### src/mmuPkg.sv
package mmuPkg;

  // One core access as seen at the request edge
  typedef struct packed {
    logic [31:0] addr;
    logic        write;
    logic        wordAccess;
    logic        supMode;
  } cpuReq_t;

  typedef struct packed {
    logic        enable;    // Translation on
    logic        sBit;
    logic        rBit;
    logic [17:0] tBase;     // First-level table base, bits 31:14
    logic [31:0] dom;       // Sixteen 2-bit domain fields
  } mmuCtrl_t;

  typedef struct packed {
    logic [31:0] addr;
    logic        request;
    logic        write;
  } busReq_t;

  // First-level descriptor word, read either as a section or as a coarse table pointer
  typedef union packed {
    struct packed {
      logic [11:0] base;
      logic [7:0]  rsvdHi;
      logic [1:0]  ap;
      logic        rsvdMid;
      logic [3:0]  domain;
      logic [2:0]  rsvdLo;
      logic [1:0]  descType;
    } section;
    struct packed {
      logic [21:0] base;
      logic        rsvdMid;
      logic [3:0]  domain;
      logic [2:0]  rsvdLo;
      logic [1:0]  descType;
    } coarse;
  } firstDesc_u;

  typedef enum logic [3:0] {
    codeAlign        = 4'b0001,
    codeExtFirst     = 4'b1100,
    codeExtSecond    = 4'b1110,
    codeTransSection = 4'b0101,
    codeTransPage    = 4'b0111,
    codeDomSection   = 4'b1001,
    codeDomPage      = 4'b1011,
    codePermSection  = 4'b1101,
    codePermPage     = 4'b1111
  } faultCode_e;

  typedef struct packed {
    logic       fault;
    faultCode_e code;
    logic [3:0] domain;
  } faultInfo_t;

  // First-level types
  localparam logic [1:0] descInvalid = 2'b00;
  localparam logic [1:0] descCoarse  = 2'b01;
  localparam logic [1:0] descSection = 2'b10;
  // Second-level types
  localparam logic [1:0] descLarge   = 2'b01;
  localparam logic [1:0] descSmall   = 2'b10;

  // Which descriptor the final translation comes from
  localparam logic [1:0] stageSection = 2'd0;
  localparam logic [1:0] stageSmall   = 2'd1;
  localparam logic [1:0] stageLarge   = 2'd2;

endpackage

### src/cpuPort.sv
`timescale 1ns/1ps

module cpuPort (
  input  logic             clk,
  input  logic             reset,
  input  logic             CPUHRequest,
  input  logic             CPUHWrite,
  input  logic             WordAccess,
  input  logic             SupMode,
  input  logic [31:0]      CPUHAddr,
  input  logic [31:0]      Cont,
  input  logic [31:0]      Dom,
  input  logic [17:0]      TBase,
  input  logic             done,
  output mmuPkg::cpuReq_t  req,
  output mmuPkg::mmuCtrl_t ctrl,
  output logic             reqValid,
  output logic             alignFault
);

  logic reqFresh;  // High only in the first cycle of reqValid

  always_ff @(posedge clk, posedge reset) begin
    if (reset) begin
      reqValid <= 1'b0;
      reqFresh <= 1'b0;
      ctrl     <= '0;
    end else begin
      // S and R sit at bits 8 and 9 of the control word
      ctrl     <= '{enable: Cont[0], sBit: Cont[8], rBit: Cont[9],
                    tBase: TBase, dom: Dom};
      reqFresh <= CPUHRequest & ~reqValid & ~done;
      if (done)
        reqValid <= 1'b0;
      else if (CPUHRequest)
        reqValid <= 1'b1;
    end
  end

  // Capture the access once, when it is first seen
  always_ff @(posedge clk) begin
    if (CPUHRequest && !reqValid) begin
      req <= '{addr: CPUHAddr, write: CPUHWrite, wordAccess: WordAccess,
               supMode: SupMode};
    end
  end

  // Word access must have a zero low address pair
  assign alignFault = reqFresh & ctrl.enable & req.wordAccess &
                      (req.addr[1:0] != 2'b00);

endmodule

### src/tableWalker.sv
`timescale 1ns/1ps

module tableWalker (
  input  logic               clk,
  input  logic               reset,
  input  mmuPkg::cpuReq_t    req,
  input  mmuPkg::mmuCtrl_t   ctrl,
  input  logic               reqValid,
  input  logic               alignFault,
  input  logic [31:0]        HRData,
  input  logic               HReady,
  input  logic               MMUExtInt,
  input  logic               domainFault,
  input  logic               permFault,
  output mmuPkg::busReq_t    walkBus,
  output logic               walkDone,
  output mmuPkg::firstDesc_u desc1,
  output logic [31:0]        desc2,
  output logic [1:0]         stage,
  output mmuPkg::faultInfo_t candidate,
  output logic               faultValid
);

  typedef enum logic [1:0] {idle, firstFetch, secondFetch, dataAccess} walkState_t;

  walkState_t         state;
  walkState_t         nextState;
  mmuPkg::firstDesc_u fetched;    // Word on the bus, seen through the union
  logic               transFault;
  logic               dataFault;  // Any check failing before the data beat
  logic [31:0]        physAddr;

  assign fetched = HRData;

  // Sections must be type 10; fine tables also land here and fault
  always_comb begin
    if (stage == mmuPkg::stageSection)
      transFault = desc1.section.descType != mmuPkg::descSection;
    else
      transFault = !(desc2[1:0] inside {mmuPkg::descSmall, mmuPkg::descLarge});
  end

  assign dataFault = (state == dataAccess) & (transFault | domainFault | permFault);

  always_comb begin
    nextState        = state;
    candidate.fault  = 1'b0;
    candidate.code   = mmuPkg::codeAlign;
    candidate.domain = desc1.section.domain;
    case (state)
      idle: begin
        if (reqValid && ctrl.enable && !alignFault)
          nextState = firstFetch;
      end
      firstFetch: begin
        if (HReady) begin
          if (MMUExtInt) begin
            candidate.fault  = 1'b1;
            candidate.code   = mmuPkg::codeExtFirst;
            candidate.domain = 4'h0;  // Descriptor never arrived
            nextState        = idle;
          end else if (fetched.section.descType == mmuPkg::descInvalid) begin
            candidate.fault  = 1'b1;
            candidate.code   = mmuPkg::codeTransSection;
            candidate.domain = fetched.section.domain;
            nextState        = idle;
          end else if (fetched.coarse.descType == mmuPkg::descCoarse) begin
            nextState = secondFetch;
          end else begin
            nextState = dataAccess;
          end
        end
      end
      secondFetch: begin
        if (HReady) begin
          if (MMUExtInt) begin
            candidate.fault = 1'b1;
            candidate.code  = mmuPkg::codeExtSecond;
            nextState       = idle;
          end else begin
            nextState = dataAccess;
          end
        end
      end
      dataAccess: begin
        candidate.fault = dataFault;
        if (transFault)
          candidate.code = (stage == mmuPkg::stageSection) ?
                           mmuPkg::codeTransSection : mmuPkg::codeTransPage;
        else if (domainFault)
          candidate.code = (stage == mmuPkg::stageSection) ?
                           mmuPkg::codeDomSection : mmuPkg::codeDomPage;
        else
          candidate.code = (stage == mmuPkg::stageSection) ?
                           mmuPkg::codePermSection : mmuPkg::codePermPage;
        if (dataFault || HReady)
          nextState = idle;
      end
      default: nextState = idle;
    endcase
  end

  assign faultValid = candidate.fault;

  always_ff @(posedge clk, posedge reset) begin
    if (reset)
      state <= idle;
    else
      state <= nextState;
  end

  // Descriptor capture on the completing beat
  always_ff @(posedge clk) begin
    if (state == firstFetch && HReady) begin
      desc1 <= fetched;
      stage <= mmuPkg::stageSection;
    end
    if (state == secondFetch && HReady) begin
      desc2 <= HRData;
      stage <= (HRData[1:0] == mmuPkg::descLarge) ? mmuPkg::stageLarge : mmuPkg::stageSmall;
    end
  end

  always_comb begin
    case (state)
      firstFetch:  physAddr = {ctrl.tBase, req.addr[31:20], 2'b00};
      secondFetch: physAddr = {desc1.coarse.base, req.addr[19:12], 2'b00};
      default: begin
        case (stage)
          mmuPkg::stageSmall: physAddr = {desc2[31:12], req.addr[11:0]};
          mmuPkg::stageLarge: physAddr = {desc2[31:16], req.addr[15:0]};
          default:            physAddr = {desc1.section.base, req.addr[19:0]};
        endcase
      end
    endcase
  end

  // Request held high through wait states; dropped when the checks fail
  assign walkBus = '{addr: physAddr,
                     request: (state == firstFetch) | (state == secondFetch) |
                              ((state == dataAccess) & ~dataFault),
                     write: (state == dataAccess) & req.write};

  assign walkDone = (state == dataAccess) & ~dataFault & HReady;

endmodule

### src/accessCheck.sv
`timescale 1ns/1ps

module accessCheck (
  input  mmuPkg::firstDesc_u desc1,
  input  logic [31:0]        desc2,
  input  logic [1:0]         stage,
  input  logic [31:0]        addr,
  input  logic               write,
  input  logic               supMode,
  input  logic               sBit,
  input  logic               rBit,
  input  logic [31:0]        dom,
  output logic               domainFault,
  output logic               permFault
);

  logic [1:0] dPerm;   // Domain access field
  logic [1:0] subSel;  // Sub-page index
  logic [1:0] pageAp;
  logic [1:0] curAp;
  logic       apFault;

  // Domain bits sit in the same place in both descriptor views
  assign dPerm = dom[{desc1.section.domain, 1'b0} +: 2];
  assign domainFault = (dPerm == 2'b00);

  // Large pages pick their quarter with bits 15:14, small pages with 11:10
  assign subSel = (stage == mmuPkg::stageLarge) ? addr[15:14] : addr[11:10];

  always_comb begin
    case (subSel)
      2'b00:   pageAp = desc2[5:4];
      2'b01:   pageAp = desc2[7:6];
      2'b10:   pageAp = desc2[9:8];
      default: pageAp = desc2[11:10];
    endcase
  end

  assign curAp = (stage == mmuPkg::stageSection) ? desc1.section.ap : pageAp;

  always_comb begin
    case (curAp)
      2'b00: begin
        case ({sBit, rBit})
          2'b10:   apFault = ~supMode | write;  // Supervisor read only
          2'b01:   apFault = write;             // Read only for both
          default: apFault = 1'b1;              // No access, or S and R both set
        endcase
      end
      2'b01:   apFault = ~supMode;
      2'b10:   apFault = ~supMode & write;  // User read only
      default: apFault = 1'b0;
    endcase
  end

  // Only clients are checked; managers skip the AP bits
  assign permFault = apFault & (dPerm == 2'b01);

endmodule

### src/faultReporter.sv
`timescale 1ns/1ps

module faultReporter (
  input  logic               clk,
  input  logic               reset,
  input  logic               alignFault,
  input  mmuPkg::faultInfo_t candidate,
  input  logic               faultValid,
  input  logic [31:0]        addr,
  output logic               Fault,
  output logic [7:0]         FSR,
  output logic [31:0]        FAR
);

  mmuPkg::faultInfo_t chosen;

  // Alignment is checked before any walk starts, so it wins
  always_comb begin
    if (alignFault) begin
      chosen.fault  = 1'b1;
      chosen.code   = mmuPkg::codeAlign;
      chosen.domain = 4'h0;
    end else begin
      chosen       = candidate;
      chosen.fault = faultValid;
    end
  end

  assign Fault = chosen.fault;

  always_ff @(posedge clk, posedge reset) begin
    if (reset) begin
      FSR <= 8'h00;
      FAR <= 32'h0000_0000;
    end else if (chosen.fault) begin
      FSR <= {chosen.domain, chosen.code};  // Domain in the upper nibble
      FAR <= addr;
    end
  end

endmodule

### src/busDriver.sv
`timescale 1ns/1ps

module busDriver (
  input  logic            enable,
  input  logic [31:0]     CPUHAddr,
  input  logic            CPUHRequest,
  input  logic            CPUHWrite,
  input  logic            HReady,
  input  mmuPkg::busReq_t walkBus,
  input  logic            walkDone,
  output logic [31:0]     HAddr,
  output logic            HRequest,
  output logic            HWrite,
  output logic            CPUHReady
);

  // Bypass path is purely combinational
  always_comb begin
    if (enable) begin
      HAddr     = walkBus.addr;
      HRequest  = walkBus.request;
      HWrite    = walkBus.write;
      CPUHReady = walkDone;  // Only the data beat ends the access
    end else begin
      HAddr     = CPUHAddr;
      HRequest  = CPUHRequest;
      HWrite    = CPUHWrite;
      CPUHReady = HReady;
    end
  end

endmodule

### src/mmuTop.sv
`timescale 1ns/1ps

module mmuTop (
  input  logic        clk,
  input  logic        reset,
  input  logic        CPUHRequest,
  input  logic        CPUHWrite,
  input  logic        WordAccess,
  input  logic        SupMode,
  input  logic [31:0] CPUHAddr,
  input  logic [31:0] Cont,
  input  logic [31:0] Dom,
  input  logic [17:0] TBase,
  input  logic        MMUExtInt,
  input  logic [31:0] HRData,
  input  logic        HReady,
  output logic [31:0] HAddr,
  output logic        HRequest,
  output logic        HWrite,
  output logic        CPUHReady,
  output logic        Fault,
  output logic [7:0]  FSR,
  output logic [31:0] FAR
);

  mmuPkg::cpuReq_t    req;
  mmuPkg::mmuCtrl_t   ctrl;
  mmuPkg::busReq_t    walkBus;
  mmuPkg::firstDesc_u desc1;
  mmuPkg::faultInfo_t candidate;
  logic [31:0]        desc2;
  logic [1:0]         stage;
  logic               reqValid, alignFault, done;
  logic               walkDone, faultValid, domainFault, permFault;

  assign done = CPUHReady | Fault;  // Either ends the current access

  cpuPort port (
    .clk(clk), .reset(reset), .CPUHRequest(CPUHRequest), .CPUHWrite(CPUHWrite),
    .WordAccess(WordAccess), .SupMode(SupMode), .CPUHAddr(CPUHAddr), .Cont(Cont),
    .Dom(Dom), .TBase(TBase), .done(done), .req(req), .ctrl(ctrl),
    .reqValid(reqValid), .alignFault(alignFault)
  );

  tableWalker walker (
    .clk(clk), .reset(reset), .req(req), .ctrl(ctrl), .reqValid(reqValid),
    .alignFault(alignFault), .HRData(HRData), .HReady(HReady), .MMUExtInt(MMUExtInt),
    .domainFault(domainFault), .permFault(permFault), .walkBus(walkBus),
    .walkDone(walkDone), .desc1(desc1), .desc2(desc2), .stage(stage),
    .candidate(candidate), .faultValid(faultValid)
  );

  accessCheck check (
    .desc1(desc1), .desc2(desc2), .stage(stage), .addr(req.addr), .write(req.write),
    .supMode(req.supMode), .sBit(ctrl.sBit), .rBit(ctrl.rBit), .dom(ctrl.dom),
    .domainFault(domainFault), .permFault(permFault)
  );

  faultReporter reporter (
    .clk(clk), .reset(reset), .alignFault(alignFault), .candidate(candidate),
    .faultValid(faultValid), .addr(req.addr), .Fault(Fault), .FSR(FSR), .FAR(FAR)
  );

  busDriver driver (
    .enable(ctrl.enable), .CPUHAddr(CPUHAddr), .CPUHRequest(CPUHRequest),
    .CPUHWrite(CPUHWrite), .HReady(HReady), .walkBus(walkBus), .walkDone(walkDone),
    .HAddr(HAddr), .HRequest(HRequest), .HWrite(HWrite), .CPUHReady(CPUHReady)
  );

endmodule

### config.mk
export PLATFORM = sky130hd
export DESIGN_NAME = mmuTop
export DESIGN_NICKNAME = d
export VERILOG_FILES = /design/src/mmuPkg.sv /design/src/cpuPort.sv /design/src/tableWalker.sv /design/src/accessCheck.sv /design/src/faultReporter.sv /design/src/busDriver.sv /design/src/mmuTop.sv
export SDC_FILE = /design/constraint.sdc
export NUM_CORES = 1
export LEC_CHECK = 0
export BUFFER_PORTS_ARGS = -buffer_cell sky130_fd_sc_hd__buf_4
export CORE_UTILIZATION = 45
export CTS_CLUSTER_DIAMETER = 80
export CTS_CLUSTER_SIZE = 30
export DETAILED_ROUTE_END_ITERATION = 7
export GPL_TIMING_DRIVEN = 0
export PLACE_DENSITY_LB_ADDON = 0.15
export REMOVE_ABC_BUFFERS = 1
export SLEW_MARGIN = 20
export SYNTH_ARGS = -nofsm -noshare
export SYNTH_HDL_FRONTEND = slang
export SYNTH_HIERARCHICAL = 1
export SYNTH_SLANG_ARGS = --single-unit
### constraint.sdc
create_clock -name clk -period 4.8 [get_ports clk]
set_input_delay 0.96 -clock clk [delete_from_list [all_inputs] [get_ports clk]]
set_output_delay 0.96 -clock clk [all_outputs]
set_load 0.1 [all_outputs]
==> qor.yml <==
start_util: 0.460
critPathMaxFanout: 11
rsz0062_at_grt: "no"
drt_iter0_drc: 347
crit_type: "reg2out"
seq_area_um2: 5280
start_kind: "register"
synthCells: 542
place.gp.congestion: 0.778
critical_path.top_delay_family: "simple AND/OR/NAND/NOR gates"
hpwlAfterDp_um: 13100
grt_overflow: 0
grt_max_degree: 64
die_x_um: 138
place.port_buffers: 198
ios: 230
drv_slew: 0
cts_tree: "yes"
grt_pass1_vias: 5473
reg2reg_from: "walker/stage[1]"
tightest_slew_ns: 0.857
drt_wl_total_um: 20000
wl_per_cell_um: 20.4
clockBufferDepth: 2
worst_skew_pair.late_latency_ns: 0.43
chipHeight_um: 138
r2r_slack_ns: 0.93
r2r_cells: 12
fmax_mhz: 221
drtAntennaViolNets: 0
worst_path_max_delay_cell: "mux4_2"
grt_first_pass_wirelength_um: 29600
die-area_um2: 19000
fillers: 1444
antenna_cells: 0
maxCapViolCount: 0
viasPerCell: 5.46
syn_avg_cell_area_um2: 15.3
fin_crit_sh: 0.942
gr-usage-all-layers: 0.214
crit_required_ns: 3.84
std_cell_rows: 49
arrival_ns: 3.56
max_stage_delay_ns: 0.49
path_buf_inv: 3
drc: 0
worstPathCellList: "buf_4 > mux4_2 > nor2b_1 > a211oi_1 > a21oi_1 > nor2b_1 > o31a_1 > nor2_1 > nand2_1 > a21oi_1 > nor2_4 > nor2_8 > inv_1 > buf_4"
layout-drive-gt1-share: 0.449
final_area_um2: 10600
area_growth_pct: 27.6
cts-root-buf: "clkbuf_16"
status: "finished clean"
end_kind: "primary output"
min_period_ns: 4.52
first_pass_iters: 5
setup_viol: 0
htree_levels: 4
ys_warn_count: 6
relSlewSlack: 0.428
coreArea_um2: 18000
finalHoldViolCount: 0
multi_input_area_um2: 2750
cts_buffers: 17
skew_ns: 0.0120
synth_area_um2: 8300
final_nets: 902
r2r_end: "reporter/FAR[27]"
vias: 5350
cts-hold-fix-buffers: 0
cts_sinks: 192
placed_area_um2: 9940
worstHoldPathType: "in2async"
clkTransAtPathRegs_ns: 0.07
grt_antenna_before_repair: 0
-- metal layers --
layer | part of all wire | vias to the layer above | GRT usage
met4 | 0.010 | 0 | 0.0634
li1 | - | 2432 | -
met5 | 0 | - | 0
met3 | 0.079 | 14 | 0.0625
met2 | 0.50 | 236 | 0.353
met1 | 0.42 | 2668 | 0.274
-- metrics by stage --
step	hold WS (ns)	setup slack, ns	std cells	util	TNS [ns]
5_1_grt	0.393	0.0384	980	0.587	0
3_5_place_dp	0.499	-0.306	941	0.551	-0.306
4_1_cts	0.389	0.222	978	0.587	0
3_3_place_gp	0.486	-0.431	937	0.544	-0.431
6_report	0.404	0.277	980	0.587	0
2_1_floorplan	0.464	0.156	510	-	0
-- worst max-delay path by stage --
stage,startpoint,to,slack [ns],cells after the start
CTS,walker/stage[0],Fault,0.22,13
global placement,walker/state[1],Fault,-0.43,9
floorplan,walker/desc1[5],Fault,0.16,12
detailed placement,walker/desc1[5],Fault,-0.31,13
global route,walker/stage[1],Fault,0.04,13
finish,walker/desc1[5],Fault,0.28,14
-- sequential cells by signal (all words and copies together) (netlist names) --
signal / flops
reporter/FAR: 32
port/reqFresh: 1
walker/state: 2
walker/desc2: 30
port/ctrl: 53
walker/desc1: 28
port/reqValid: 1
walker/stage: 2
reporter/FSR: 8
port/req: 35
-- cell type report --
cell class              count  share of cell area
multi-input cells         304               0.259
repair buffers            208               0.154
well taps                 229              0.0271
clock inverters            13              0.0126
flip-flops and latches    192               0.499
inverters                  15             0.00555
clock buffers              19              0.0429
-- layout by cell type (no fill, tap or decap), types with 2 or more instances in the layout --
master and count:
nor2_1 29, nor2_4 3, nor3_1 3, a21oi_1 38, inv_6 5, ha_2 2, a22o_1 4, clkinv_4 2
buf_4 204, o21ai_2 2, a22oi_1 31, inv_1 10, inv_4 2, mux2_4 60, inv_2 3, mux4_2 8
dfrtp_1 96, a211oi_1 2, ha_1 7, nor2b_1 8, o21ai_0 11, buf_12 2, a221oi_1 16, inv_8 3
nand2b_1 5, mux2i_1 13, a211o_1 2, mux2_2 8, a32oi_1 4, nand2_1 21, buf_16 2, edfxtp_1 95
clkbuf_16 18
-- worst register-to-register path: cells and delay by family, from the launching register on --
| kind | cells | cell delay (ns) |
|---|---|---|
| and+or+nand+nor | 6 | 1.70 |
| AOI/OAI and AO/OA | 3 | 0.88 |
| muxes | 3 | 0.72 |
| DFF | 1 | 0.48 |
-- repair_timing --
item | CTS | global route
resized for setup | 2 | 0
setup buffers | 4 | 2
gates cloned | 1 | 0
pin swaps | 1 | 0
endpoints found under the setup margin | 1 | 7
Power is not shown: default switching activity piles up to over one toggle a cycle in this logic, so the estimate is an artifact.
